===== config.mk =====
export PLATFORM = sky130hd
export DESIGN_NAME = battleship_top
export DESIGN_NICKNAME = d
export VERILOG_FILES = /design/src/battle_game_pkg.sv /design/src/battle_io_pkg.sv /design/src/game_fsm.sv /design/src/turn_timer.sv /design/src/cursor_ctrl.sv /design/src/coord_lfsr.sv /design/src/ship_board.sv /design/src/event_link.sv /design/src/battleship_top.sv
export VERILOG_INCLUDE_DIRS = /design/src /design/src/src
export SDC_FILE = /design/constraint.sdc
export NUM_CORES = 1
export LEC_CHECK = 0
export BUFFER_PORTS_ARGS = -buffer_cell sky130_fd_sc_hd__buf_2
export CELL_PAD_IN_SITES_DETAIL_PLACEMENT = 1
export CELL_PAD_IN_SITES_GLOBAL_PLACEMENT = 2
export CORE_MARGIN = 10
export CORE_UTILIZATION = 35
export DETAILED_ROUTE_END_ITERATION = 10
export PLACE_DENSITY = 0.66
export SYNTH_ARGS = -nofsm -noshare
export SYNTH_HDL_FRONTEND = slang
export SYNTH_SLANG_ARGS = --single-unit

===== constraint.sdc =====
create_clock -name clk -period 9.89 [get_ports clk]
set_input_delay 1.978 -clock clk [delete_from_list [all_inputs] [get_ports clk]]
set_output_delay 1.978 -clock clk [all_outputs]
set_load 0.02 [all_outputs]

===== src/battle_macros.svh =====
`ifndef BATTLE_MACROS_SVH
`define BATTLE_MACROS_SVH

// Board geometry, one side of the square grid
`define BOARD_N 5

// Upper limit of the ship count chosen by the player
`define MAX_SHIPS 5

// Cycles the machine waits before it starts looking for a target
`define PC_THINK_CYCLES 8

// Events the receiver can take before it returns a credit
`define EVT_CREDITS 4

// Start value of the coordinate LFSR, must not be zero
`define LFSR_SEED 16'hACE1

`endif


===== src/battle_game_pkg.sv =====
`default_nettype none

package battle_game_pkg;

	// Game sequence, one-hot not needed at this size
	typedef enum logic [2:0] {
		DECIDE,       // Waiting for the ship count
		PLACE,        // Player places ships with the cursor
		SETUP,        // Machine places ships from the LFSR
		PLAYER_TURN,
		PC_TURN,
		VICTORY,      // Machine fleet gone
		DEFEAT        // Player fleet gone
	} game_state_e;

	// Contents of one board cell
	typedef enum logic [1:0] {
		EMPTY,
		SHIP,         // Ship not yet hit
		MISS,         // Shot on water
		HIT           // Shot on a ship
	} cell_e;

	// Grid position, row is the vertical index
	typedef struct packed {
		logic [2:0] row;
		logic [2:0] col;
	} coord_t;

	// Outcome of one shot as it is reported
	typedef enum logic {
		MISS_R,
		HIT_R
	} shot_result_e;

endpackage

`default_nettype wire


===== src/battle_io_pkg.sv =====
`default_nettype none

package battle_io_pkg;

	// Clean single-cycle button pulses
	typedef struct packed {
		logic up;
		logic down;
		logic left;
		logic right;
		logic confirm_amount;
		logic confirm_place;
		logic fire;
	} buttons_t;

	// One shot report on the event channel
	typedef struct packed {
		logic                           shooter;    // 1 when the machine fired
		battle_game_pkg::coord_t        coord;
		battle_game_pkg::shot_result_e  result;
		logic                           game_over;  // Last ship of a fleet sunk
	} shot_evt_t;

	// Count to active-high segments, gfedcba
	function automatic logic [6:0] seg7(input logic [2:0] count);
		case (count)
			3'd0:    return 7'h3F;
			3'd1:    return 7'h06;
			3'd2:    return 7'h5B;
			3'd3:    return 7'h4F;
			3'd4:    return 7'h66;
			3'd5:    return 7'h6D;
			default: return 7'h40;  // Dash, count out of range
		endcase
	endfunction

endpackage

`default_nettype wire


===== src/game_fsm.sv =====
`default_nettype none

`include "battle_macros.svh"

module game_fsm (
	input  wire                              clk,
	input  wire                              i_rst_n,
	input  wire battle_io_pkg::buttons_t     i_btn,
	input  wire [2:0]                        i_ship_count,
	input  wire                              i_can_send,        // Event channel has a credit
	input  wire                              i_timer_done,
	input  wire [2:0]                        i_player_left,
	input  wire [2:0]                        i_pc_left,
	input  wire                              i_pc_place_ok,     // Cell on machine board free and on grid
	input  wire                              i_pc_shot_ok,      // Target cell of this turn unshot
	input  wire                              i_player_place_ok, // Cell on player board free
	output battle_game_pkg::game_state_e     o_state,
	output logic [2:0]                       o_ship_target,
	output logic                             o_place_player,
	output logic                             o_place_pc,
	output logic                             o_fire_pc_board,
	output logic                             o_fire_player_board,
	output logic                             o_draw,            // Advance the LFSR
	output logic                             o_timer_start,
	output logic                             o_evt_send,
	output logic                             o_error
);

	battle_game_pkg::game_state_e state_nx;
	logic [2:0] tally;      // Ships placed in the current phase
	logic [2:0] amount;     // Clamped count from the switches
	logic       last_ship;
	logic       fire_pend;  // Player shot waiting for a credit
	logic       player_try;
	logic       pc_hunt;    // Think delay over, machine looks for a target
	logic       err_nx;
	logic       pend_nx;

	always_comb begin
		if (i_ship_count == 3'd0)
			amount = 3'd1;
		else if (i_ship_count > 3'(`MAX_SHIPS))
			amount = 3'(`MAX_SHIPS);
		else
			amount = i_ship_count;
	end

	assign last_ship  = (tally + 3'd1 == o_ship_target);
	assign player_try = i_btn.fire || fire_pend;

	always_comb begin
		state_nx            = o_state;
		o_place_player      = 1'b0;
		o_place_pc          = 1'b0;
		o_fire_pc_board     = 1'b0;
		o_fire_player_board = 1'b0;
		o_draw              = 1'b0;
		o_timer_start       = 1'b0;
		o_evt_send          = 1'b0;
		err_nx              = 1'b0;
		pend_nx             = 1'b0;
		case (o_state)
			battle_game_pkg::DECIDE: begin
				if (i_btn.confirm_amount)
					state_nx = battle_game_pkg::PLACE;
			end
			battle_game_pkg::PLACE: begin
				if (i_btn.confirm_place) begin
					o_place_player = i_player_place_ok;
					err_nx         = !i_player_place_ok;  // Cell already taken
					if (i_player_place_ok && last_ship)
						state_nx = battle_game_pkg::SETUP;
				end
			end
			battle_game_pkg::SETUP: begin
				o_draw     = 1'b1;  // One candidate per cycle, bad ones dropped
				o_place_pc = i_pc_place_ok;
				if (i_pc_place_ok && last_ship)
					state_nx = battle_game_pkg::PLAYER_TURN;
			end
			battle_game_pkg::PLAYER_TURN: begin
				err_nx  = i_btn.fire && !i_pc_shot_ok;  // Repeat shot
				pend_nx = player_try && i_pc_shot_ok && !i_can_send;
				if (player_try && i_pc_shot_ok && i_can_send) begin
					o_fire_pc_board = 1'b1;
					o_evt_send      = 1'b1;
					// Occupied cell means a hit, last one ends the game
					if (!i_pc_place_ok && i_pc_left == 3'd1) begin
						state_nx = battle_game_pkg::VICTORY;
					end else begin
						state_nx      = battle_game_pkg::PC_TURN;
						o_timer_start = 1'b1;
					end
				end
			end
			battle_game_pkg::PC_TURN: begin
				if (pc_hunt) begin
					if (i_pc_shot_ok && i_can_send) begin
						o_fire_player_board = 1'b1;
						o_evt_send          = 1'b1;
						o_draw              = 1'b1;
						if (!i_player_place_ok && i_player_left == 3'd1)
							state_nx = battle_game_pkg::DEFEAT;
						else
							state_nx = battle_game_pkg::PLAYER_TURN;
					end else if (!i_pc_shot_ok) begin
						o_draw = 1'b1;  // Already shot or off grid, try next
					end
				end
			end
			default: ;  // End states hold until reset
		endcase
	end

	always_ff @(posedge clk) begin
		if (!i_rst_n) begin
			o_state       <= battle_game_pkg::DECIDE;
			o_ship_target <= 3'd1;
			tally         <= 3'd0;
			fire_pend     <= 1'b0;
			pc_hunt       <= 1'b0;
			o_error       <= 1'b0;
		end else begin
			o_state   <= state_nx;
			o_error   <= err_nx;
			fire_pend <= pend_nx;
			if (o_state == battle_game_pkg::DECIDE && i_btn.confirm_amount)
				o_ship_target <= amount;
			if (o_place_player || o_place_pc)
				tally <= last_ship ? 3'd0 : tally + 3'd1;  // Restart for the machine fleet
			if (i_timer_done)
				pc_hunt <= 1'b1;
			else if (o_fire_player_board)
				pc_hunt <= 1'b0;
		end
	end

	a_state_legal: assert property (@(posedge clk) disable iff (!i_rst_n)
		o_state inside {battle_game_pkg::DECIDE, battle_game_pkg::PLACE,
			battle_game_pkg::SETUP, battle_game_pkg::PLAYER_TURN,
			battle_game_pkg::PC_TURN, battle_game_pkg::VICTORY, battle_game_pkg::DEFEAT});

endmodule

`default_nettype wire


===== src/turn_timer.sv =====
`default_nettype none

`include "battle_macros.svh"

module turn_timer (
	input  wire  clk,
	input  wire  i_rst_n,
	input  wire  i_start,
	output logic o_done   // Pulse when the delay runs out
);

	localparam int TW = $clog2(`PC_THINK_CYCLES + 1);

	logic [TW-1:0] count;  // Zero means idle

	always_ff @(posedge clk) begin
		if (!i_rst_n) begin
			count  <= '0;
			o_done <= 1'b0;
		end else begin
			o_done <= 1'b0;
			if (i_start) begin
				count <= TW'(`PC_THINK_CYCLES);  // Restart even if busy
			end else if (count != '0) begin
				count  <= count - 1'b1;
				o_done <= (count == TW'(1));
			end
		end
	end

endmodule

`default_nettype wire


===== src/cursor_ctrl.sv =====
`default_nettype none

`include "battle_macros.svh"

module cursor_ctrl (
	input  wire                          clk,
	input  wire                          i_rst_n,
	input  wire battle_io_pkg::buttons_t i_btn,
	input  wire                          i_enable,  // Only in placement and player turn
	output battle_game_pkg::coord_t      o_cursor
);

	localparam logic [2:0] EDGE = 3'(`BOARD_N - 1);  // Last row and col

	always_ff @(posedge clk) begin
		if (!i_rst_n) begin
			o_cursor <= '0;  // Top left corner
		end else if (i_enable) begin
			// One step per cycle, up wins over down over left over right
			if (i_btn.up) begin
				if (o_cursor.row != 3'd0)
					o_cursor.row <= o_cursor.row - 3'd1;
			end else if (i_btn.down) begin
				if (o_cursor.row != EDGE)
					o_cursor.row <= o_cursor.row + 3'd1;
			end else if (i_btn.left) begin
				if (o_cursor.col != 3'd0)
					o_cursor.col <= o_cursor.col - 3'd1;
			end else if (i_btn.right) begin
				if (o_cursor.col != EDGE)
					o_cursor.col <= o_cursor.col + 3'd1;
			end
		end
	end

endmodule

`default_nettype wire


===== src/coord_lfsr.sv =====
`default_nettype none

`include "battle_macros.svh"

module coord_lfsr (
	input  wire                      clk,
	input  wire                      i_rst_n,
	input  wire                      i_advance,  // One step per draw
	output battle_game_pkg::coord_t  o_coord,
	output logic                     o_in_range
);

	// Galois feedback for x^16 + x^14 + x^13 + x^11 + 1
	localparam logic [15:0] TAPS = 16'hB400;

	logic [15:0] lfsr_q;
	logic [15:0] lfsr_nx;

	assign lfsr_nx = lfsr_q[0] ? ((lfsr_q >> 1) ^ TAPS) : (lfsr_q >> 1);

	always_ff @(posedge clk) begin
		if (!i_rst_n)
			lfsr_q <= `LFSR_SEED;
		else if (i_advance)
			lfsr_q <= lfsr_nx;  // Holds between draws
	end

	// Low bits give the candidate cell
	assign o_coord.row = lfsr_q[2:0];
	assign o_coord.col = lfsr_q[5:3];

	// Rows and cols 5 to 7 fall off the grid
	assign o_in_range = (o_coord.row < 3'(`BOARD_N)) && (o_coord.col < 3'(`BOARD_N));

endmodule

`default_nettype wire


===== src/ship_board.sv =====
`default_nettype none

`include "battle_macros.svh"

module ship_board (
	input  wire                            clk,
	input  wire                            i_rst_n,
	input  wire                            i_place,
	input  wire                            i_fire,
	input  wire battle_game_pkg::coord_t   i_coord,
	output logic                           o_cell_free,    // EMPTY
	output logic                           o_cell_unshot,  // EMPTY or SHIP
	output battle_game_pkg::shot_result_e  o_result,       // Outcome if fired now
	output logic [2:0]                     o_ships_left,
	output logic [6:0]                     o_seg
);

	battle_game_pkg::cell_e cells [`BOARD_N][`BOARD_N];
	battle_game_pkg::cell_e cell_rd;
	logic                   on_grid;

	assign on_grid = (i_coord.row < 3'(`BOARD_N)) && (i_coord.col < 3'(`BOARD_N));

	// Off-grid reads look like a used cell so nothing acts on them
	assign cell_rd = on_grid ? cells[i_coord.row][i_coord.col] : battle_game_pkg::MISS;

	assign o_cell_free   = (cell_rd == battle_game_pkg::EMPTY);
	assign o_cell_unshot = (cell_rd == battle_game_pkg::EMPTY) || (cell_rd == battle_game_pkg::SHIP);
	assign o_result      = (cell_rd == battle_game_pkg::SHIP) ? battle_game_pkg::HIT_R
	                                                         : battle_game_pkg::MISS_R;

	always_ff @(posedge clk) begin
		if (!i_rst_n) begin
			for (int r = 0; r < `BOARD_N; r++) begin
				for (int c = 0; c < `BOARD_N; c++)
					cells[r][c] <= battle_game_pkg::EMPTY;
			end
			o_ships_left <= 3'd0;
		end else if (on_grid) begin
			if (i_place) begin
				cells[i_coord.row][i_coord.col] <= battle_game_pkg::SHIP;
				o_ships_left <= o_ships_left + 3'd1;
			end else if (i_fire) begin
				if (cell_rd == battle_game_pkg::SHIP) begin
					cells[i_coord.row][i_coord.col] <= battle_game_pkg::HIT;
					o_ships_left <= o_ships_left - 3'd1;  // One ship per cell
				end else begin
					cells[i_coord.row][i_coord.col] <= battle_game_pkg::MISS;
				end
			end
		end
	end

	assign o_seg = battle_io_pkg::seg7(o_ships_left);

	// A board is either being set up or being shot at
	a_place_fire_excl: assert property (@(posedge clk) disable iff (!i_rst_n)
		!(i_place && i_fire));

endmodule

`default_nettype wire


===== src/event_link.sv =====
`default_nettype none

`include "battle_macros.svh"

module event_link (
	input  wire                           clk,
	input  wire                           i_rst_n,
	input  wire                           i_send,
	input  wire battle_io_pkg::shot_evt_t i_evt,
	input  wire                           i_credit,     // Receiver frees one slot
	output logic                          o_can_send,
	output battle_io_pkg::shot_evt_t      o_evt,
	output logic                          o_evt_valid
);

	localparam int CW = $clog2(`EVT_CREDITS + 1);

	logic [CW-1:0] credits;
	logic          spend;

	assign o_can_send = (credits != '0);
	assign spend      = i_send && o_can_send;

	always_ff @(posedge clk) begin
		if (!i_rst_n) begin
			credits     <= CW'(`EVT_CREDITS);
			o_evt_valid <= 1'b0;
		end else begin
			o_evt_valid <= spend;
			credits     <= credits - CW'(spend) + CW'(i_credit);  // Both in one cycle cancel
		end
	end

	// Report payload, qualified by o_evt_valid
	always_ff @(posedge clk) begin
		if (spend)
			o_evt <= i_evt;
	end

	// Receiver never returns more than it was given
	a_credit_max: assert property (@(posedge clk) disable iff (!i_rst_n)
		credits <= CW'(`EVT_CREDITS));

	// The FSM holds its shot while the channel is out of credits
	a_send_has_credit: assert property (@(posedge clk) disable iff (!i_rst_n)
		i_send |-> o_can_send);

endmodule

`default_nettype wire


===== src/battleship_top.sv =====
`default_nettype none

`include "battle_macros.svh"

module battleship_top (
	input  wire                           clk,
	input  wire                           i_rst_n,
	input  wire battle_io_pkg::buttons_t  i_btn,
	input  wire [2:0]                     i_ship_count,
	input  wire                           i_evt_credit,
	output battle_game_pkg::game_state_e  o_state,
	output battle_game_pkg::coord_t       o_cursor,
	output logic                          o_placement_error,
	output battle_io_pkg::shot_evt_t      o_evt,
	output logic                          o_evt_valid,
	output logic [6:0]                    o_seg_player,
	output logic [6:0]                    o_seg_pc
);

	battle_game_pkg::coord_t       lfsr_coord, board_coord;
	battle_game_pkg::shot_result_e player_result, pc_result, shot_result;
	battle_io_pkg::shot_evt_t      shot_evt;
	logic [2:0] ship_target, player_left, pc_left, target_left;
	logic lfsr_in_range, use_cursor, coord_ok, pc_turn;
	logic player_free, player_unshot, pc_free, pc_unshot;
	logic pc_place_ok, shot_ok, can_send, timer_done;
	logic place_player, place_pc, fire_pc_board, fire_player_board;
	logic draw, timer_start, evt_send;

	// Player drives the boards with the cursor, the machine with the LFSR
	assign use_cursor  = (o_state == battle_game_pkg::PLACE) ||
	                     (o_state == battle_game_pkg::PLAYER_TURN);
	assign pc_turn     = (o_state == battle_game_pkg::PC_TURN);
	assign board_coord = use_cursor ? o_cursor : lfsr_coord;
	assign coord_ok    = use_cursor || lfsr_in_range;
	assign pc_place_ok = coord_ok && pc_free;
	assign shot_ok     = coord_ok && (pc_turn ? player_unshot : pc_unshot);  // Board under fire
	assign shot_result = pc_turn ? player_result : pc_result;
	assign target_left = pc_turn ? player_left : pc_left;

	always_comb begin
		shot_evt.shooter   = pc_turn;
		shot_evt.coord     = board_coord;
		shot_evt.result    = shot_result;
		shot_evt.game_over = (shot_result == battle_game_pkg::HIT_R) && (target_left == 3'd1);
	end

	game_fsm fsm_i (
		.clk(clk), .i_rst_n(i_rst_n), .i_btn(i_btn), .i_ship_count(i_ship_count),
		.i_can_send(can_send), .i_timer_done(timer_done),
		.i_player_left(player_left), .i_pc_left(pc_left),
		.i_pc_place_ok(pc_place_ok), .i_pc_shot_ok(shot_ok),
		.i_player_place_ok(player_free),
		.o_state(o_state), .o_ship_target(ship_target),
		.o_place_player(place_player), .o_place_pc(place_pc),
		.o_fire_pc_board(fire_pc_board), .o_fire_player_board(fire_player_board),
		.o_draw(draw), .o_timer_start(timer_start), .o_evt_send(evt_send),
		.o_error(o_placement_error)
	);

	turn_timer timer_i (
		.clk(clk), .i_rst_n(i_rst_n), .i_start(timer_start), .o_done(timer_done)
	);

	cursor_ctrl cursor_i (
		.clk(clk), .i_rst_n(i_rst_n), .i_btn(i_btn), .i_enable(use_cursor),
		.o_cursor(o_cursor)
	);

	coord_lfsr lfsr_i (
		.clk(clk), .i_rst_n(i_rst_n), .i_advance(draw),
		.o_coord(lfsr_coord), .o_in_range(lfsr_in_range)
	);

	ship_board player_board (
		.clk(clk), .i_rst_n(i_rst_n), .i_place(place_player), .i_fire(fire_player_board),
		.i_coord(board_coord), .o_cell_free(player_free), .o_cell_unshot(player_unshot),
		.o_result(player_result), .o_ships_left(player_left), .o_seg(o_seg_player)
	);

	ship_board pc_board (
		.clk(clk), .i_rst_n(i_rst_n), .i_place(place_pc), .i_fire(fire_pc_board),
		.i_coord(board_coord), .o_cell_free(pc_free), .o_cell_unshot(pc_unshot),
		.o_result(pc_result), .o_ships_left(pc_left), .o_seg(o_seg_pc)
	);

	event_link link_i (
		.clk(clk), .i_rst_n(i_rst_n), .i_send(evt_send), .i_evt(shot_evt),
		.i_credit(i_evt_credit), .o_can_send(can_send),
		.o_evt(o_evt), .o_evt_valid(o_evt_valid)
	);

	// Neither fleet grows past the count latched at the start
	a_fleet_bound: assert property (@(posedge clk) disable iff (!i_rst_n)
		(player_left <= ship_target) && (pc_left <= ship_target));

endmodule

`default_nettype wire


==> qor.yml <==
crit_chain: "nand2b_2, buf_4, a31oi_1, nand2b_1, a41oi_1, a211oi_1, nand2_1, o21ai_1, buf_4, ha_1, inv_1, ha_1, inv_1, fa_1, xor2_1, xnor2_1, nand2_1"
gr-total-overflow: 0
maxCapViolations: 0
grt_pass1_wl_mm: 56.1
slew_headroom: 0.217
fin_skew_ns: 0.0190
hold_viol: 0
gp_congestion: 0.841
core_sq_mm: 0.0307
startpoint_type: "flop"
synthCells: 1042
row_count: 64
finalSetupTns_ns: 0
arrival_ns: 6.07
period_share: 0.574
cp-end-kind: "flop"
drc: 0
multiInputGateArea_sq_mm: 0.00482
slew_violations: 0
clock_latency_ns: 0.56
synth-seq-cells: 210
ys_seq_area_frac: 0.532
rsz0062_at_grt: "no"
htreeDepth: 1
critPathKind: "reg2reg"
hp-class: "reg2reg"
synth_common_cells: "161 x edfxtp_1, 108 x nor2_1, 88 x nand2_1"
clk_pin_slew_worst_paths_ns: 0.06
n_fill_cell: 3440
slowest_delay_ns: 0.85
ant_nets: 0
syn_to_final_growth_pct: 13.9
numCtsBuffers: 26
setup_violations: 0
port_buffers: 46
power_density_mw_per_mm2: 257
synth_edf_count: 161
rr_worst_depth: 17
regArea_sq_mm: 0.00582
clockBufferDepth: 3
ctsResizeCount: 0
hpwl_mm: 25.5
yosys-top-cells-area: "edfxtp_1 44%, dfxtp_1 9.0%, o21ai_0 4.0%, nor2_1 3.7%, nand2_1 3.0%"
yosys_warnings: 0
status: "complete, no violations"
cts_tree: "done"
fin_util: 0.406
yosys.area.top_type: "edfxtp_1"
ff2ff_setup_slack_ns: 4.21
post-cts-setup-buffer-count: 0
vias: 8505
gr-usage-all-layers: 0.188
min_path_cells: 2
netlist_area_sq_mm: 0.0109
pin_count: 47
cts.sinks: 210
syn_area_per_cell_sq_um: 10.5
worstHoldEndpoint: "lfsr_i.lfsr_q[8]"
die_w_um: 197
worst_ep_required_time_ns: 10.28
fp.dieH_um: 197
cp_max_fo: 40
start_util: 0.356
wire_per_inst_um: 24.1
first_iter_violations: 652
slowest_stage: "a31oi_1"
r2r_start: "fsm_i.o_state[0]"
cts_hold_buffers: 0
fmax_mhz: 176
diodes: 0
design.die.area_sq_mm: 0.0387
antenna_found_initial: 0
vias_per_cell: 5.57
yosys.area.top_type_share: 0.443
firstDrtPassIters: 5
peakVddDrop_uv: 140
cts_root_buf: "clkbuf_16"
min_from: "lfsr_i.lfsr_q[8]"
worst-slew-pin-transition_ns: 1.17
fin_nets: 1146
grt_max_degree: 77
synthFlopType: "edfxtp_1"
r2r-end: "link_i.credits[2]"
grt_pass1_vias: 8737
async_flop_share: 0
synth_cell_types: 85
layout_min_cycle_time_ns: 5.68
p_leak_nw: 4.51
drive_gt1_frac: 0.142
yosysMostFrequentCell: "edfxtp_1"
routed_wl_mm: 36.9
[worst max path at each step]
| stage | slack [ns] | startpoint | to | cells past startpoint |
|---|---|---|---|---|
| global route | 3.90 | fsm_i.o_state[0] | link_i.credits[2] | 17 |
| CTS | 4.24 | fsm_i.o_state[0] | link_i.credits[2] | 17 |
| finish | 4.21 | fsm_i.o_state[0] | link_i.credits[2] | 17 |
| detailed placement | 4.27 | fsm_i.o_state[0] | link_i.credits[2] | 17 |
| global placement | 4.35 | fsm_i.o_state[0] | link_i.credits[2] | 17 |
| floorplan | 5.07 | i_btn[0] | link_i.credits[2] | 12 |
[area by class of cell]
class	instances	area share
flip-flops and latches	210	0.467
inverters	41	0.0128
repair buffers	65	0.0300
clock inverters	10	0.00563
well taps	396	0.0398
clock buffers	36	0.0569
multi-input cells	769	0.387
[routing by layer]
layer  track usage  vias to the layer above  wire length, um
met5             0                        -                0
met4        0.0556                        0             1150
met3        0.0322                       69             1780
met2         0.297                      185            16700
met1         0.259                     4306            17300
li1              -                     3945                -
[cells in the final DEF, fill, tap and decap left out, types with 8 or more instances in the layout]
cell | Yosys | routed
a21oi_1 | 59 | 59
clkbuf_16 | 0 | 26
clkbuf_1 | 46 | 8
or3_1 | 12 | 12
o31ai_1 | 8 | 8
buf_2 | 15 | 46
edfxtp_1 | 161 | 161
mux4_2 | 10 | 10
mux2i_1 | 28 | 28
inv_1 | 36 | 36
nor2_1 | 108 | 108
nand2b_1 | 25 | 24
a211oi_1 | 12 | 12
conb_1 | 1 | 52
ha_1 | 17 | 17
a21o_1 | 9 | 9
nand3_1 | 32 | 32
mux2_2 | 15 | 15
nand2_1 | 88 | 88
nor3_1 | 45 | 45
o21ai_0 | 87 | 85
a31oi_1 | 14 | 14
xor2_1 | 8 | 8
buf_4 | 3 | 19
dfxtp_1 | 49 | 49
a221oi_1 | 8 | 8
[sequential cells by signal, summed over array words and instances, names as in the netlist, 3 cells and up]
register / count
fsm_i.tally: 3
pc_board.cells: 78
lfsr_i.lfsr_q: 16
fsm_i.o_state: 3
link_i.o_evt: 9
fsm_i.o_ship_target: 3
link_i.credits: 3
cursor_i.o_cursor: 6
timer_i.count: 4
pc_board.o_ships_left: 3
player_board.o_ships_left: 3
player_board.cells: 74
[metrics by stage]
| stage | hold WS (ns) | cells | cell area [sq um] | worst slack [ns] | power, mW |
|---|---|---|---|---|---|
| final | 0.464 | 1527 | 12400 | 4.21 | 3.19 |
| after global routing | 0.497 | 1527 | 12400 | 3.90 | 3.37 |
| after CTS | 0.468 | 1527 | 12400 | 4.24 | 3.22 |
| after detailed placement | 0.459 | 1481 | 11700 | 4.27 | 2.33 |
| after global placement | 0.454 | 1481 | 11700 | 4.35 | 2.33 |
| after floorplan | 0.413 | 1093 | 11100 | 5.07 | 1.91 |
[where the power goes]
group / total [mW] / internal [mW] / switching (mW) / leakage, nW
registers: 1.10 / 1.03 / 0.0684 / 2.05
logic: 1.21 / 0.377 / 0.834 / 2.09
clock network: 0.880 / 0.499 / 0.382 / 0.373
total: 3.19 / 1.91 / 1.28 / 4.51
[worst max-delay path: cells and delay by family (launching register included)]
| family | cells | cell delay (ns) |
|---|---|---|
| buffers and inverters | 4 | 0.68 |
| AOI/OAI and AO/OA | 4 | 1.89 |
| and+or+nand+nor | 4 | 1.22 |
| DFF | 1 | 0.64 |
| xor gates and xnor gates | 2 | 0.31 |
| adders and majority gates | 3 | 0.75 |
[cells by family (layout without fill, tap and decap cells)]
| logic type | Yosys count | after routing | synth area share |
|---|---|---|---|
| compound gates | 260 | 260 | 0.153 |
| xor+xnor | 15 | 15 | 0.0120 |
| fa+ha+maj | 20 | 20 | 0.0250 |
| buf+inv | 114 | 152 | 0.0458 |
| flops | 210 | 210 | 0.532 |
| mux | 54 | 54 | 0.0638 |
| other cells | 1 | 52 | 0.000343 |
| simple gates | 368 | 368 | 0.168 |
No activity file was read; power rests on OpenSTA's default activity.
